$ cat src/logic/mem_test_pkg.sv
// Memory test shared definitions

package mem_test_pkg;

    // ============================================================
    // Sizes
    // ============================================================

    localparam int NUM_ENGINES = 4;
    localparam int ENG_ID_W = 2;
    // Word address into the 1024-word scratch memory
    localparam int ADDR_W = 10;
    localparam int DATA_W = 64;
    localparam int COUNT_W = 16;
    localparam int MMIO_ADDR_W = 6;

    // Identifies this test to software
    localparam logic [127:0] TEST_ID = 128'h7a3e91c2_5d04_4f6b_b8e1_2c9f03d6a5e7;

    // ============================================================
    // CSR map (64-bit word addresses)
    // ============================================================

    localparam logic [MMIO_ADDR_W-1:0] CSR_ID_LO = 6'd0;
    localparam logic [MMIO_ADDR_W-1:0] CSR_ID_HI = 6'd1;
    localparam logic [MMIO_ADDR_W-1:0] CSR_INFO = 6'd2;

    // Engine e owns the slot starting at ENG_CSR_BASE + e * ENG_CSR_STRIDE
    localparam logic [MMIO_ADDR_W-1:0] ENG_CSR_BASE = 6'd8;
    localparam logic [MMIO_ADDR_W-1:0] ENG_CSR_STRIDE = 6'd8;

    localparam logic [MMIO_ADDR_W-1:0] OFS_BASE = 6'd0;
    localparam logic [MMIO_ADDR_W-1:0] OFS_COUNT = 6'd1;
    localparam logic [MMIO_ADDR_W-1:0] OFS_SEED = 6'd2;
    localparam logic [MMIO_ADDR_W-1:0] OFS_CTRL = 6'd3;
    localparam logic [MMIO_ADDR_W-1:0] OFS_SUM = 6'd4;

    // ============================================================
    // Bundles
    // ============================================================

    typedef struct packed {
        logic read;
        logic write;
        logic [MMIO_ADDR_W-1:0] address;
        logic [DATA_W-1:0] writedata;
    } t_mmio_req;

    typedef struct packed {
        logic valid;
        logic [DATA_W-1:0] readdata;
    } t_mmio_rsp;

    // One start command for an engine
    typedef struct packed {
        logic [ADDR_W-1:0] base;
        logic [COUNT_W-1:0] count;
        logic [DATA_W-1:0] seed;
    } t_eng_cmd;

    typedef struct packed {
        logic busy;
        logic done;
        logic [DATA_W-1:0] checksum;
    } t_eng_status;

    typedef struct packed {
        logic [ENG_ID_W-1:0] id;
        logic write;
        logic [ADDR_W-1:0] addr;
        logic [DATA_W-1:0] data;
    } t_mem_req;

    typedef struct packed {
        logic [ENG_ID_W-1:0] id;
        logic [DATA_W-1:0] data;
    } t_mem_rsp;

endpackage

$ cat src/logic/mem_arbiter.sv
// Round-robin memory arbiter
`timescale 1ns/1ns

module mem_arbiter
(
    input  logic clk,
    input  logic reset,

    input  logic [mem_test_pkg::NUM_ENGINES-1:0] eng_req_valid,
    output logic [mem_test_pkg::NUM_ENGINES-1:0] eng_req_ready,
    input  mem_test_pkg::t_mem_req eng_req [mem_test_pkg::NUM_ENGINES],

    output logic mem_req_valid,
    output mem_test_pkg::t_mem_req mem_req,

    input  logic mem_rsp_valid,
    input  mem_test_pkg::t_mem_rsp mem_rsp,

    output logic [mem_test_pkg::NUM_ENGINES-1:0] eng_rsp_valid,
    output mem_test_pkg::t_mem_rsp eng_rsp [mem_test_pkg::NUM_ENGINES]
);

    logic [mem_test_pkg::ENG_ID_W-1:0] last;
    logic [mem_test_pkg::ENG_ID_W-1:0] pick;
    logic found;

    // Search starts one past the previous winner and wraps around
    always_comb
    begin
        found = 1'b0;
        pick = last;
        for (int i = 1; i <= mem_test_pkg::NUM_ENGINES; i++)
        begin
            if (!found && eng_req_valid[(int'(last) + i) % mem_test_pkg::NUM_ENGINES])
            begin
                found = 1'b1;
                pick = mem_test_pkg::ENG_ID_W'((int'(last) + i) % mem_test_pkg::NUM_ENGINES);
            end
        end

        eng_req_ready = '0;
        if (found)
        begin
            eng_req_ready[pick] = 1'b1;
        end
    end

    // Memory never stalls, so the winner goes straight through
    assign mem_req_valid = found;
    assign mem_req = eng_req[pick];

    always_ff @(posedge clk)
    begin
        if (reset)
        begin
            last <= '0;
        end
        else if (found)
        begin
            last <= pick;
        end
    end

    // Responses are steered by the id they carry
    always_comb
    begin
        for (int e = 0; e < mem_test_pkg::NUM_ENGINES; e++)
        begin
            eng_rsp_valid[e] = mem_rsp_valid && (mem_rsp.id == mem_test_pkg::ENG_ID_W'(e));
            eng_rsp[e] = mem_rsp;
        end
    end

endmodule

$ cat config.mk
export PLATFORM = sky130hd
export DESIGN_NAME = mem_arbiter
export DESIGN_NICKNAME = d
export VERILOG_FILES = /design/src/logic/mem_test_pkg.sv /design/src/logic/mem_arbiter.sv
export SDC_FILE = /design/constraint.sdc
export NUM_CORES = 1
export LEC_CHECK = 0
export ABC_AREA = 0
export BUFFER_PORTS_ARGS = -buffer_cell sky130_fd_sc_hd__buf_4
export CORE_AREA = 2 2 286 288
export CTS_CLUSTER_SIZE = 20
export DETAILED_ROUTE_END_ITERATION = 8
export DIE_AREA = 0 0 288 290
export GPL_TIMING_DRIVEN = 0
export HOLD_SLACK_MARGIN = 0.06
export SLEW_MARGIN = 30
export SYNTH_ARGS = -nofsm -noshare
export SYNTH_HDL_FRONTEND = slang
export SYNTH_SLANG_ARGS = --single-unit
$ cat constraint.sdc
create_clock -name clk -period 3.75 [get_ports clk]
set_input_delay 0.375 -clock clk [delete_from_list [all_inputs] [get_ports clk]]
set_output_delay 0.375 -clock clk [all_outputs]
set_load 0.05 [all_outputs]
# After elaboration in Yosys (flattened, before gate mapping)
# Cells that the tools add are included.
# word_totals
elab_cells	62
output_inout_bits	350
reg_bits	2
input_bits	381
# op_classes
n_eq_ne	3
n_mux	26
reduce_logical	16
magnitude_cmp	7
n_bitwise	5
add_sub_neg	4
# op_table
op	n
$bmux W77 S2	1
$mux W77	2
$lt A3 B4 Y1 const B	4
$mux W1	13
$bmux W1 S2	4
$logic_and A1 B1 Y1	8
$mux W2	4
$reduce_or A2 Y1	4
$add A2 B1 Y2 const B	2
$add A2 B2 Y2 const B	2
$and A1 B1 Y1 const A	4
$eq A2 B2 Y1 const B	2
$mux W4	1
$ge A3 B3 Y1 const B	1
$logic_not A1 Y1	3
$lt A2 B3 Y1 const B	1
$not A2 Y3	1
$demux W1 S2	1
$eq A2 B1 Y1 const B	1
$ge A2 B1 Y1 const B	1
$logic_not A2 Y1	1

# Depth between registers and ports, before layout
# Gate-level depths: netlist (run 1).
# depth
ltp_word	21
depth_mapped	7
mapped_depth_nobuf	4

# Worst setup path before layout (run 1)
# No wires, ideal clock.
# synth_timing
path_type	in2out
startpoint	input eng_req_valid[3] (netlist bit)
endpoint	output mem_req[0] (netlist bit)
slack_ps	1190
stages	7
required_ps	3375
t_arrival_ps	2185
path_buffers	3
path_cell_list	or3_1 > o31a_1 > buf_2 > buf_6 > buf_6 > mux2i_1 > mux2i_1
# synth_lines
item	line	rtl
from (decl)	mem_arbiter.sv:9	input logic [mem_test_pkg::NUM_ENGINES-1:0] eng_req_valid,
to (decl)	mem_arbiter.sv:14	output mem_test_pkg::t_mem_req mem_req,

==> results of run 1 <==
[cells in the final DEF, fill, tap and decap left out]
cell type,synthesis,final
a21oi_1,1,1
a22oi_1,1,1
and3_1,3,3
and3b_1,2,2
buf_2,10,10
buf_4,264,931
buf_6,16,16
clkbuf_1,2,1
clkbuf_16,0,3
clkbuf_2,0,1
dfxtp_1,2,2
diode_2,0,1
inv_1,1,1
mux2i_1,232,232
nand2_1,3,3
nand3b_1,1,1
nor2_1,5,5
nor2b_1,1,1
nor3b_1,1,1
o221a_2,1,1
o31a_1,1,1
o31ai_2,0,1
or3_1,1,1
or4_1,1,1
[worst register-to-register path, delay by kind of cell (launching register included)]
| family | cells | cell delay (ns) |
|---|---|---|
| AOI/OAI and AO/OA | 1 | 0.19 |
| buffers and inverters | 2 | 1.00 |
| muxes | 1 | 0.21 |
| and+or+nand+nor | 1 | 0.09 |
| DFF | 1 | 0.43 |
[layout make-up]
class	count	area (um^2)
clock buffer	3	75.1
tap	1060	1330
buffer	292	2220
antenna	1	2.50
timing repair buffer	667	5010
sequential	2	40.0
inverter	1	3.75
fill	9285	69000
multi-input combinational	255	2470
[per-layer routing]
metal / vias up / share of wire [%] / GRT usage [%] / wire length [um]
met5: - / 0.090 / 0 / 34
met4: 6 / 1.4 / 1.18 / 536
met3: 20 / 8.9 / 1.71 / 3360
met2: 420 / 52 / 15.8 / 19600
met1: 2715 / 38 / 9.08 / 14400
li1: 2965 / - / - / -
[power by group]
part	internal, W	total [W]	leakage (nW)	switching (W)
logic	0.00112	0.00307	6.01	0.00195
clock network	0.000136	0.000159	0.0370	0.0000233
registers	0.0000238	0.0000272	0.0167	0.00000335
[through the flow]
step / cells / setup WS [ns] / cell area, um^2 / hold WS (ns)
after CTS: 2280 / 0.393 / 11100 / 0.332
final: 2281 / 0.508 / 11100 / 0.337
after detailed placement: 2277 / 0.596 / 11100 / 0.558
after global routing: 2280 / 0.311 / 11100 / 0.336
after floorplan: 550 / 1.19 / 4730 / 0.447
after global placement: 2276 / 0.0225 / 11100 / 0.559
[how the worst min path moves through the flow]
stage | slack [ns] | from | cells after the start | endpoint
final | 0.34 | reset | 2 | last[1]
after global routing | 0.34 | reset | 2 | last[1]
after CTS | 0.33 | reset | 2 | last[1]
after detailed placement | 0.56 | reset | 2 | last[1]
after global placement | 0.56 | reset | 2 | last[1]
after floorplan | 0.45 | reset | 1 | last[0]
[cell families after synthesis]
kind of cell	after synthesis
mux	232
flops	2
compound gates	5
simple gates	18
buf+inv	293
==> flow_summary.ini, run 1 <==
[yosys]
synth_area_um2 = 4730
synthAdderAreaFrac_pct = 0
synth_top_area_cell = mux2i_1
synthSimpleGateAreaFrac_pct = 2.14
synth_compound_area_share_pct = 0.847
synth_area_leaders = mux2i_1 49%, buf_4 42%, buf_6 3.8%
yosysSeqAreaShare_pct = 0.847
synthArstFlopShare_pct = 0
yosysMostFrequentCell = buf_4
synth.avg_cell_area_um2 = 8.59
synth_cells = 550
synth_top_family_by_area = multiplexers
ys_top_cells_by_count = 264 x buf_4, 232 x mux2i_1, 16 x buf_6
synth.ff_latch_count = 2
synth_xor_area_share_pct = 0
synth_warnings = 0
synth_nets = 931
synthMuxAreaShare_pct = 49.1
synth_edf_count = 0
synth_flop_cell = dfxtp_1
synth.top_cell.area_share_pct = 49.1
synth_cell_types = 21

[grt]
antenna_found_initial = 4
grt_pass1_vias = 6194
grt_max_degree = 11
grt_pass1_wl_um = 47300
track_usage_pct = 8.14
grt_overflow = 0

[critical_path]
cp-startpoint = last[1]
cp-end-kind = output port
cp_common_cell = mux2i_1
crit_end = mem_req[74]
timing.rr.end = last[0]
path_depth = 6
critPathMaxFanout = 10
slowest_stage = mux2i_1
crit_path_start_kind = register
reg2reg_depth = 5
path_buf_inv = 3
setup.worst_path.class = reg2out
cpPeakStageDelay_ns = 0.55
cp_data_required_time_ns = 3.38
r2r_start = last[1]
ff2ff_setup_slack_ns = 1.69
cp_top_family = buffers and inverters
cp_cell_sequence = mux2i_1, o221a_2, clkbuf_2, buf_2, mux2i_1, buf_4
arrival_ns = 2.87

[clocking]
post-cts-setup-buffers = 0
htreeDepth = 1
cts_sinks = 2
cts_resized = 0
cts_buffer_depth = 2
postCtsHoldBufs = 0
clk_pin_slew_ns = 0.03
cts_buffers = 3
cts_tree = done
root_buffer = clkbuf_16
clkLatencyLatePin_ns = 0.22

[pwr]
p_leak_nw = 6.06
power_w = 0.00325
ir_drop_mv = 0.180
power_density_nw_per_um2 = 292

[cells_and_area]
post-route-util_pct = 13.9
largest_register_ffs = 2
drive_above_1_share_pct = 78.9
top_regs = last (2)
syn2layout_area_growth_pct = 136
largest_register = last
nNetsFinal = 1603

[job]
cap_violations = 0

[placement]
place.gp.congestion = 0.783
dp_hpwl_um = 34600
port_buffers = 666

[routing]
ant_nets = 0
avgRoutedWirePerCell_um = 16.6
vias = 6126
drt-pass1-iter-count = 4
drt-initial-drc-count = 83
viasPerCell = 2.69
wirelength_um = 37900
drc = 0

[run_status]
status = complete, no violations

[floorplan]
dieHeight_um = 290
initial_core_util_pct = 5.90
core_area_um2 = 80200
ios = 731
fp.dieW_um = 288
fp-row-count = 104
die-area_um2 = 83500

[sta]
fmax_mhz = 308
max-slew-margin-rel_pct = 46.2
period_share_pct = 86.4
maxSlewViolCount = 0
finalClockSkew_ns = 0.0000840
timing.final.hold_violations = 0
tns_ns = 0
setup_viol = 0
period_minus_slack_ns = 3.24
tightest_slew_ns = 0.785
rsz0062_at_grt = false

[hold_path]
hold_class = in2reg
No activity file was read; power rests on OpenSTA's default activity.
==> run 2, diff against run 1 <==
--- a/config.mk
+++ b/config.mk
@@ -13,6 +13,7 @@
 export DIE_AREA = 0 0 288 290
 export GPL_TIMING_DRIVEN = 0
 export HOLD_SLACK_MARGIN = 0.06
+export RECOVER_POWER = 50
 export SLEW_MARGIN = 30
 export SYNTH_ARGS = -nofsm -noshare
 export SYNTH_HDL_FRONTEND = slang
==> run 2 against run 1 <==
Highest routed layer unchanged; core utilization is 0.82 points lower; count of clock-buffer cells in the layout stayed put; combinational power is 3% lower; worst hold slack worse by 0.0016 ns; critical endpoint unchanged; first-iteration DRC count is 9.6% higher; fmax hardly changed; critical path depth stayed put; clock power hardly changed; die area stayed put.
==> flow_summary.ini, run 2 (same netlist as run 1, synthesis figures left out) <==
[run_status]
status = complete, no violations

[cells_and_area]
syn2layout_area_growth_pct = 122
nNetsFinal = 1603
top_regs = last (2)
largest_register_ffs = 2
fillers = 9469
drive_above_1_share_pct = 64.5
layout_common_cells = 755 x buf_4, 232 x mux2i_1, 177 x clkbuf_1
largest_register = last
fin_cells = 2281
layout_commonest_cell = buf_4

[critical_path]
setup.worst_path.class = reg2out
cp_data_required_time_ns = 3.38
cp_top_family = buffers and inverters
r2r_start = last[1]
cp_common_cell = mux2i_1
arrival_ns = 2.86
ff2ff_setup_slack_ns = 1.71
path_buf_inv = 3
cp-end-kind = output port
cpPeakStageDelay_ns = 0.55
cp_cell_sequence = mux2i_1, o221a_2, clkbuf_2, buf_2, mux2i_1, buf_4
critPathMaxFanout = 10
crit_end = mem_req[74]
crit_path_start_kind = register
path_depth = 6
timing.rr.end = last[0]
reg2reg_depth = 5
slowest_stage = mux2i_1
cp-startpoint = last[1]

[clocking]
cts_buffer_depth = 2
cts_buffers = 3
postCtsHoldBufs = 0
cts_tree = done
htreeDepth = 1
clkLatencyLatePin_ns = 0.22
root_buffer = clkbuf_16
clk_pin_slew_ns = 0.03
cts_sinks = 2
cts_resized = 0
post-cts-setup-buffers = 0

[pwr]
power_density_nw_per_um2 = 302
p_leak_nw = 5.42
power_w = 0.00316
ir_drop_mv = 0.180

[routing]
met2RoutedLength_um = 19500
avgRoutedWirePerCell_um = 16.6
vias = 6125
wl_met3_um = 3470
drt-initial-drc-count = 91
drt-pass1-iter-count = 4
drc = 0
viasPerCell = 2.69
wl_met1_um = 14400
wirelength_um = 38000
ant_nets = 0
routed.top_layer = met5

[grt]
grt_max_degree = 11
grt_overflow = 0
antenna_found_initial = 4
grt_pass1_vias = 6194
grt_pass1_wl_um = 47300
track_usage_pct = 8.14

[job]
cap_violations = 0

[sta]
fmax_mhz = 309
period_minus_slack_ns = 3.24
rsz0062_at_grt = false
max-slew-margin-rel_pct = 46.7
maxSlewViolCount = 0
timing.final.hold_violations = 0
setup_viol = 0
period_share_pct = 86.4
finalClockSkew_ns = 0.0000840
tightest_slew_ns = 0.777
tns_ns = 0
timing.hold.ws_ns = 0.335

[placement]
place.gp.congestion = 0.783
dp_hpwl_um = 34600
place_inst = 2277
port_buffers = 666

[floorplan]
fp.dieW_um = 288
ios = 731
initial_core_util_pct = 5.90
fp-row-count = 104
dieHeight_um = 290
core_area_um2 = 80200
die-area_um2 = 83500

[hold_path]
hold_class = in2reg
[run 2: stage by stage]
stage | worst slack [ns] | util, % | cell area [um^2]
floorplan | 1.19 | - | 4730
global placement | 0.0225 | 13.8 | 11100
detailed placement | 0.596 | 13.8 | 11100
CTS | 0.393 | 13.9 | 11100
global route | 0.311 | 13.1 | 10500
finish | 0.511 | 13.1 | 10500
[run 2: how the worst min path moves through the flow]
stage                      from      end  cells after the start
after floorplan           reset  last[0]                      1
after global placement    reset  last[1]                      2
after detailed placement  reset  last[1]                      2
after CTS                 reset  last[1]                      2
after global routing      reset  last[1]                      2
final                     reset  last[1]                      2
[run 2: cell type report]
class	count	area (um^2)	share of cell area (%)
diodes	1	2.50	0.0239
plain buffers	292	2220	21.2
clock buffers	3	75.1	0.716
inverters	1	3.75	0.0358
multi-input cells	255	2470	23.5
flip-flops and latches	2	40.0	0.382
well taps	1060	1330	12.7
repair buffers	667	4350	41.5
[run 2: power by group]
| part | switching (W) | internal (W) |
|---|---|---|
| combinational | 0.00194 | 0.00103 |
| sequential | 0.00000335 | 0.0000238 |
| clock | 0.0000233 | 0.000136 |
[run 2: metal layers]
layer / up-vias / GRT usage (%)
met2: 430 / 15.8
li1: 2965 / -
met5: - / 0
met4: 6 / 1.18
met3: 20 / 1.71
met1: 2704 / 9.08
