## config.mk

```make
export PLATFORM = sky130hd
export DESIGN_NAME = csr_mgr
export DESIGN_NICKNAME = d
export VERILOG_FILES = /design/src/logic/mem_test_pkg.sv /design/src/logic/csr_mgr.sv /design/src/logic/reg_slice.sv
export SDC_FILE = /design/constraint.sdc
export NUM_CORES = 1
export LEC_CHECK = 0
export ABC_AREA = 1
export BUFFER_PORTS_ARGS = -buffer_cell sky130_fd_sc_hd__buf_2
export CAP_MARGIN = 20
export CORE_AREA = 2 2 299 301
export DETAILED_ROUTE_END_ITERATION = 10
export DIE_AREA = 0 0 301 303
export SKIP_LAST_GASP = 1
export SLEW_MARGIN = 10
export SYNTH_ARGS = -nofsm -noshare
export SYNTH_HDL_FRONTEND = slang
export SYNTH_SLANG_ARGS = --single-unit
```

## constraint.sdc

```tcl
create_clock -name clk -period 8.87 [get_ports clk]
set_input_delay 1.3305 -clock clk [delete_from_list [all_inputs] [get_ports clk]]
set_output_delay 1.3305 -clock clk [all_outputs]
set_load 0.02 [all_outputs]
```

## src/logic/mem_test_pkg.sv

```systemverilog
// Memory test shared definitions

package mem_test_pkg;

    // ============================================================
    // Sizes
    // ============================================================

    localparam int NUM_ENGINES = 4;
    localparam int ENG_ID_W = 2;
    // Word address into the 1024-word scratch memory
    localparam int ADDR_W = 10;
    localparam int DATA_W = 64;
    localparam int COUNT_W = 16;
    localparam int MMIO_ADDR_W = 6;

    // Identifies this test to software
    localparam logic [127:0] TEST_ID = 128'h7a3e91c2_5d04_4f6b_b8e1_2c9f03d6a5e7;

    // ============================================================
    // CSR map (64-bit word addresses)
    // ============================================================

    localparam logic [MMIO_ADDR_W-1:0] CSR_ID_LO = 6'd0;
    localparam logic [MMIO_ADDR_W-1:0] CSR_ID_HI = 6'd1;
    localparam logic [MMIO_ADDR_W-1:0] CSR_INFO = 6'd2;

    // Engine e owns the slot starting at ENG_CSR_BASE + e * ENG_CSR_STRIDE
    localparam logic [MMIO_ADDR_W-1:0] ENG_CSR_BASE = 6'd8;
    localparam logic [MMIO_ADDR_W-1:0] ENG_CSR_STRIDE = 6'd8;

    localparam logic [MMIO_ADDR_W-1:0] OFS_BASE = 6'd0;
    localparam logic [MMIO_ADDR_W-1:0] OFS_COUNT = 6'd1;
    localparam logic [MMIO_ADDR_W-1:0] OFS_SEED = 6'd2;
    localparam logic [MMIO_ADDR_W-1:0] OFS_CTRL = 6'd3;
    localparam logic [MMIO_ADDR_W-1:0] OFS_SUM = 6'd4;

    // ============================================================
    // Bundles
    // ============================================================

    typedef struct packed {
        logic read;
        logic write;
        logic [MMIO_ADDR_W-1:0] address;
        logic [DATA_W-1:0] writedata;
    } t_mmio_req;

    typedef struct packed {
        logic valid;
        logic [DATA_W-1:0] readdata;
    } t_mmio_rsp;

    // One start command for an engine
    typedef struct packed {
        logic [ADDR_W-1:0] base;
        logic [COUNT_W-1:0] count;
        logic [DATA_W-1:0] seed;
    } t_eng_cmd;

    typedef struct packed {
        logic busy;
        logic done;
        logic [DATA_W-1:0] checksum;
    } t_eng_status;

    typedef struct packed {
        logic [ENG_ID_W-1:0] id;
        logic write;
        logic [ADDR_W-1:0] addr;
        logic [DATA_W-1:0] data;
    } t_mem_req;

    typedef struct packed {
        logic [ENG_ID_W-1:0] id;
        logic [DATA_W-1:0] data;
    } t_mem_rsp;

endpackage

```

## src/logic/csr_mgr.sv

```systemverilog
// MMIO CSR manager
`timescale 1ns/1ns

module csr_mgr
(
    input  logic clk,
    input  logic reset,

    input  mem_test_pkg::t_mmio_req mmio_req,
    output mem_test_pkg::t_mmio_rsp mmio_rsp,

    output logic [mem_test_pkg::NUM_ENGINES-1:0] cmd_valid,
    input  logic [mem_test_pkg::NUM_ENGINES-1:0] cmd_ready,
    output mem_test_pkg::t_eng_cmd cmd [mem_test_pkg::NUM_ENGINES],

    input  mem_test_pkg::t_eng_status eng_status [mem_test_pkg::NUM_ENGINES]
);

    logic in_eng_space;
    logic [mem_test_pkg::MMIO_ADDR_W-1:0] slot;
    logic [mem_test_pkg::MMIO_ADDR_W-1:0] slot_eng;
    logic [mem_test_pkg::MMIO_ADDR_W-1:0] slot_ofs;
    logic [mem_test_pkg::DATA_W-1:0] rd_data;
    mem_test_pkg::t_eng_cmd cfg [mem_test_pkg::NUM_ENGINES];

    // ============================================================
    // Address decode
    // ============================================================

    // Engine slots follow the globals, one stride per engine
    assign in_eng_space = (mmio_req.address >= mem_test_pkg::ENG_CSR_BASE) &&
                          (int'(mmio_req.address) < int'(mem_test_pkg::ENG_CSR_BASE) +
                           mem_test_pkg::NUM_ENGINES * int'(mem_test_pkg::ENG_CSR_STRIDE));
    assign slot = mmio_req.address - mem_test_pkg::ENG_CSR_BASE;
    assign slot_eng = slot / mem_test_pkg::ENG_CSR_STRIDE;
    assign slot_ofs = slot % mem_test_pkg::ENG_CSR_STRIDE;

    // Per-engine base, count and seed registers
    always_ff @(posedge clk)
    begin
        if (reset)
        begin
            for (int e = 0; e < mem_test_pkg::NUM_ENGINES; e++)
            begin
                cfg[e] <= '0;
            end
        end
        else if (mmio_req.write && in_eng_space)
        begin
            for (int e = 0; e < mem_test_pkg::NUM_ENGINES; e++)
            begin
                if (slot_eng == mem_test_pkg::MMIO_ADDR_W'(e))
                begin
                    case (slot_ofs)
                        mem_test_pkg::OFS_BASE:
                            cfg[e].base <= mmio_req.writedata[mem_test_pkg::ADDR_W-1:0];
                        mem_test_pkg::OFS_COUNT:
                            cfg[e].count <= mmio_req.writedata[mem_test_pkg::COUNT_W-1:0];
                        mem_test_pkg::OFS_SEED:
                            cfg[e].seed <= mmio_req.writedata;
                        default: ;
                    endcase
                end
            end
        end
    end

    // ============================================================
    // Start command queues
    // ============================================================

    for (genvar e = 0; e < mem_test_pkg::NUM_ENGINES; e++)
    begin : eng
        logic start;

        // Bit 0 of a control write launches the current configuration
        assign start = mmio_req.write && in_eng_space &&
                       (slot_eng == mem_test_pkg::MMIO_ADDR_W'(e)) &&
                       (slot_ofs == mem_test_pkg::OFS_CTRL) && mmio_req.writedata[0];

        // One waiting start per engine; a start into a full queue is lost
        reg_slice #(.t_payload(mem_test_pkg::t_eng_cmd)) cmd_q
        (
            .clk,
            .reset,
            .in_valid(start),
            .in_ready(),
            .in_data(cfg[e]),
            .out_valid(cmd_valid[e]),
            .out_ready(cmd_ready[e]),
            .out_data(cmd[e])
        );
    end

    // ============================================================
    // Read path
    // ============================================================

    always_comb
    begin
        case (mmio_req.address)
            mem_test_pkg::CSR_ID_LO: rd_data = mem_test_pkg::TEST_ID[63:0];
            mem_test_pkg::CSR_ID_HI: rd_data = mem_test_pkg::TEST_ID[127:64];
            mem_test_pkg::CSR_INFO:
                rd_data = mem_test_pkg::DATA_W'(8'(mem_test_pkg::NUM_ENGINES));
            default: rd_data = '0;
        endcase

        if (in_eng_space)
        begin
            for (int e = 0; e < mem_test_pkg::NUM_ENGINES; e++)
            begin
                if (slot_eng == mem_test_pkg::MMIO_ADDR_W'(e))
                begin
                    case (slot_ofs)
                        mem_test_pkg::OFS_BASE:
                            rd_data = mem_test_pkg::DATA_W'(cfg[e].base);
                        mem_test_pkg::OFS_COUNT:
                            rd_data = mem_test_pkg::DATA_W'(cfg[e].count);
                        mem_test_pkg::OFS_SEED:
                            rd_data = cfg[e].seed;
                        // A queued start already counts as busy
                        mem_test_pkg::OFS_CTRL:
                            rd_data = mem_test_pkg::DATA_W'({eng_status[e].busy || cmd_valid[e],
                                                              eng_status[e].done});
                        mem_test_pkg::OFS_SUM:
                            rd_data = eng_status[e].checksum;
                        default: rd_data = '0;
                    endcase
                end
            end
        end
    end

    // Read data answers one cycle after the request
    always_ff @(posedge clk)
    begin
        mmio_rsp.readdata <= rd_data;
        if (reset)
        begin
            mmio_rsp.valid <= 1'b0;
        end
        else
        begin
            mmio_rsp.valid <= mmio_req.read;
        end
    end

endmodule

```

## src/logic/reg_slice.sv

```systemverilog
// Valid/ready register slice
`timescale 1ns/1ns

module reg_slice
#(
    parameter type t_payload = logic
)
(
    input  logic clk,
    input  logic reset,

    input  logic in_valid,
    output logic in_ready,
    input  t_payload in_data,

    output logic out_valid,
    input  logic out_ready,
    output t_payload out_data
);

    // Room exists when the slot is empty or its entry leaves this cycle,
    // so back-to-back transfers run at one per cycle
    assign in_ready = !out_valid || out_ready;

    always_ff @(posedge clk)
    begin
        if (reset)
        begin
            out_valid <= 1'b0;
        end
        else if (in_ready)
        begin
            out_valid <= in_valid;
        end
    end

    // Payload only moves on an accepted transfer
    always_ff @(posedge clk)
    begin
        if (in_valid && in_ready)
        begin
            out_data <= in_data;
        end
    end

endmodule

```

# [Yosys cells after proc, flatten, opt, wreduce, memory -nomap -nowiden]
# Memories as Yosys holds them, arrays and structs flattened.
# Index checks and enable logic that the tools add are counted.
[classes] addsub=1 magnitude_cmp=2 n_eq_ne=9 n_mux=75 bitwise_logic=12 n_reduce_logical=33
[op_table] op="$pmux 64 s5" n=4
[op_table] op="$mux 64" n=9
[op_table] op="$pmux 64 s3" n=1
[op_table] op="$mux 16" n=4
[op_table] op="$mux 1" n=53
[op_table] op="$mux 10" n=4
[op_table] op="$logic_and 1x1->1" n=18
[op_table] op="$logic_not 6->1" n=3
[op_table] op="$eq 3x2->1 const B" n=4
[op_table] op="$or 1x1->1" n=12
[op_table] op="$logic_or 1x1->1" n=8
[op_table] op="$eq 3x1->1 const B" n=2
[op_table] op="$eq 6x1->1 const B" n=1
[op_table] op="$eq 6x2->1 const B" n=1
[op_table] op="$ge 6x4->1 const B" n=1
[op_table] op="$lt 6x6->1 const B" n=1
[op_table] op="$sub 6x4->6 const B" n=1
[op_table] op="$logic_not 1->1" n=4
[op_table] op="$eq 3x3->1 const B" n=1
[word_totals] ff_bits=429 mem_bits_rw=360 in_bits=342 output_inout_bits=429 word_cells=151 n_memories=1
[mem_list] memory="cfg" words=4 word_bits=90 read_ports=4 rd_clocked_by_memory_dff=0 wr=4 line="csr_mgr.sv:24" text="mem_test_pkg::t_eng_cmd cfg [mem_test_pkg::NUM_ENGINES];"

# [Longest topological paths before layout]
[depth] word_depth=8 ltp_mapped=11 depth_no_buf=9

# [Cells and area by module]
# From an unflattened synthesis, not the netlist that was laid out.
[hier_totals] hier_cells=2573 hier_area_um2=30838.3
[modules_own_cells] mod="csr_mgr" instances=1 cells_each=2189 area_per_inst_um2=19837.8
[modules_own_cells] mod="reg_slice" instances=4 cells_each=96 area_per_inst_um2=2750.1

# [Worst setup path before layout]
# No wires, ideal clock.
[synth_timing] path_type="input port to flip-flop" from="input port mmio_req[67] in the netlist's numbering" to="memory cfg[2][0] in the netlist's numbering (enable)" setup_time_ps=574 t_arrival_ps=6529 required_ps=8296 path_slack_ps=1766 cell_stages=7 n_path_buf=1 cell_sequence="buf_4 inv_2 nor2_4 inv_2 nor2_4 inv_1 o21ai_0"
[synth_rtl] item="start: declaration" line="csr_mgr.sv:9" text="input mem_test_pkg::t_mmio_req mmio_req,"
[synth_rtl] item="end: declaration" line="csr_mgr.sv:24"

==> results.py <==
metrics = {
    "detailed_routing": {
        "postRouteAntennaNets": 0,
        "first_iter_violations": 2827,
        "viasPerCell": 5.15,
        "postRouteWirelength_mm": 119,
        "first_pass_iters": 6,
        "avgRoutedWirePerCell_um": 26.3,
        "vias": 23300,
        "drc": 0,
    },
    "placed_design": {
        "io_buffers": 770,
        "dpl_cell_area_mm2": 0.0357,
        "place_congestion": 0.913,
        "dp_hpwl_mm": 80.3,
        "numPlacedInstances": 4344,
    },
    "clock_tree": {
        "hold_buffers": 0,
        "cts.sinks": 789,
        "clock_latency_ns": 0.65,
        "cts.reportedPaths.clkPinSlew_ns": 0.06,
        "cts_tree": "done",
        "htree_num_levels": 3,
        "clk_path_buf_depth": 3,
        "root_buffer": "clkbuf_16",
        "cts_setup_buffers": 0,
        "numCtsBuffers": 87,
        "cts-resized-gates": 0,
    },
    "floorplanning": {
        "row_count": 109,
        "num_io_pins": 771,
        "die_h_um": 303,
        "die_area_mm2": 0.0912,
        "start_util": 0.348,
        "design.core.area_mm2": 0.0880,
        "die_w_um": 301,
    },
    "logic_synthesis": {
        "synth.distinct_cells": 27,
        "synth_flop_cell": "edfxtp_1",
        "syn_avg_cell_area_um2": 12.2,
        "synth_warnings": 0,
        "synth_edf_count": 720,
        "yosys.area.top_type": "edfxtp_1",
        "syn_inst": 2506,
        "netlist_top_cells_area": "edfxtp_1 (71%), nand2_1 (9.2%), nor2_1 (5.0%)",
        "syn_area_mm2": 0.0306,
        "synth_seq_cells": 789,
        "seq_area_frac_synth": 0.751,
        "async_flop_share": 0,
        "synth_fp_nets": 2848,
        "synth_top_area_frac": 0.706,
    },
    "sta": {
        "relSlewSlack": 0.241,
        "drv_slew": 0,
        "setup_viol": 0,
        "max_freq_mhz": 238,
        "setup-tns-final_ns": 0,
        "final.min_clock_period_ns": 4.20,
        "post-route-period-util": 0.474,
        "fin_worst_skew_ns": 0.0339,
        "hold_violations": 0,
        "worst_pin_slew_ns": 1.14,
        "rsz0062_at_grt": "no",
    },
    "global_route": {
        "grt_overflow": 0,
        "grt_first_pass_wirelength_mm": 162,
        "grtUsageTotal": 0.251,
        "antenna_found_initial": 21,
        "grt_pass1_vias": 22300,
        "grt_max_degree": 108,
    },
    "layout": {
        "postLayoutCellArea_mm2": 0.0388,
        "drive_above_1_share": 0.299,
        "areaGrowthSynthToFinish_pct": 26.7,
        "layout.cells.non_filler": 4520,
        "final_util": 0.441,
        "fillCellCount": 8229,
        "fin_nets": 3610,
    },
    "critical_path": {
        "crit_path_end_kind": "flip-flop",
        "start_kind": "input port",
        "crit_arrival_ns": 4.68,
        "cp_max_fo": 107,
        "worstSetupPathType": "input port to flip-flop",
        "required_ns": 9.35,
    },
    "power": {
        "vdd_drop_max_mv": 0.134,
        "p_leak_nw": 15.7,
        "powerDensity_mw_per_mm2": 218,
    },
    "worst_hold_path": {
        "hold_path_class": "flip-flop to flip-flop",
    },
    "run": {
        "cap_violations": 0,
    },
    "run_status": {
        "status": "finished, final reports clean",
    },
}
==> placed cells by master (no fill, tap or decap), types with 2 or more instances in the layout <==
cell type | netlist | final
dfxtp_1 | 69 | 69
clkinv_8 | 0 | 2
buf_12 | 0 | 3
clkbuf_8 | 0 | 7
clkinvlp_4 | 0 | 5
buf_2 | 86 | 770
nor3_1 | 3 | 2
o21ai_1 | 0 | 4
inv_2 | 10 | 9
edfxtp_1 | 720 | 720
o21ai_0 | 15 | 3
nand2_1 | 747 | 747
clkinv_16 | 0 | 3
buf_4 | 13 | 36
nand3_1 | 45 | 45
o21ai_4 | 0 | 4
nor2_1 | 408 | 405
nand4_1 | 82 | 82
a31oi_1 | 2 | 2
clkinv_2 | 0 | 21
a21oi_1 | 67 | 66
clkinv_1 | 1 | 12
nand3_4 | 2 | 6
clkbuf_1 | 31 | 14
o21ai_2 | 0 | 4
bufinv_16 | 0 | 10
a22o_1 | 88 | 88
clkbuf_16 | 0 | 88
inv_1 | 85 | 85
inv_6 | 0 | 2
nand3_2 | 11 | 7
nor2_4 | 7 | 10
nand2_2 | 2 | 2
diode_2 | 0 | 12
buf_16 | 0 | 2
==> per-layer routing <==
metal,up-vias,routed length [µm],track usage
li1,10200,-,-
met1,11300,44000,0.324
met2,1534,56300,0.400
met3,266,13400,0.0614
met4,8,5090,0.112
met5,-,47,0
==> kinds of logic after synthesis <==
| logic type | after synthesis | synth area share |
|---|---|---|
| AOI/OAI and AO/OA | 173 | 0.0393 |
| buffers and inverters | 235 | 0.0347 |
| DFF | 789 | 0.751 |
| and+or+nand+nor | 1309 | 0.175 |
==> sequential cells by signal, indices dropped and copies added, names as in the netlist <==
signal	cells
cfg	360
eng.cmd_q.out_data	360
eng.cmd_q.out_valid	4
mmio_rsp	65
==> synthesized netlist by cell type (3+ instances only) <==
| master | n |
|---|---|
| nand3_2 | 11 |
| edfxtp_1 | 720 |
| a21oi_1 | 67 |
| buf_6 | 3 |
| buf_4 | 13 |
| nand4_1 | 82 |
| nor2_1 | 408 |
| buf_2 | 86 |
| a22o_1 | 88 |
| inv_1 | 85 |
| nand2_1 | 747 |
| dfxtp_1 | 69 |
| clkbuf_1 | 31 |
| nand3_1 | 45 |
| inv_2 | 10 |
| nor2_4 | 7 |
| buf_1 | 5 |
| o21ai_0 | 15 |
| nor3_1 | 3 |
==> worst max-delay path, cell delays in order <==
cell	delay (ns)
buf_2	0.20
inv_4	0.17
nand3_4	0.21
inv_8	0.59
buf_4	0.81
nand3_4	0.54
buf_16	0.41
nor2_1	0.14
==> final timing paths <==
check,start,to,slack (ns),cells after the start
worst max-delay path,mmio_req[66],cfg[1][62],4.67,8
worst min-delay path,cfg[1][25],eng[1].cmd_q.out_data[25],0.43,0
worst min register to register,cfg[1][25],eng[1].cmd_q.out_data[25],0.43,0
worst max register to register,eng[1].cmd_q.out_valid,eng[1].cmd_q.out_data[88],6.40,3
==> where the power goes <==
part           switching [W]  internal (W)  total [W]  leakage, nW
Clock                0.00158       0.00220    0.00377         1.46
Combinational       0.000309      0.000134   0.000442         7.00
Sequential         0.0000742       0.00417    0.00424         7.23
==> metrics by stage <==
step,power (W),setup WS (ns),hold WS (ns)
after global routing,0.00867,4.61,0.443
final,0.00846,4.67,0.431
after detailed placement,0.00476,4.20,0.432
after floorplan,0.00450,1.77,0.426
after global placement,0.00475,3.92,0.429
after CTS,0.00849,4.88,0.434
==> final cells by class <==
cell class | count | area (µm²) | share of cell area
Antenna cell | 12 | 30.0 | 0.000774
Tap cell | 1165 | 1460 | 0.0376
Clock buffer | 109 | 2350 | 0.0606
Clock inverter | 55 | 643 | 0.0166
Sequential cell | 789 | 23000 | 0.593
Timing Repair Buffer | 811 | 4240 | 0.109
Inverter | 97 | 375 | 0.00968
Multi-Input combinational cell | 1482 | 6670 | 0.172
Power figures use the tool's default switching activity.
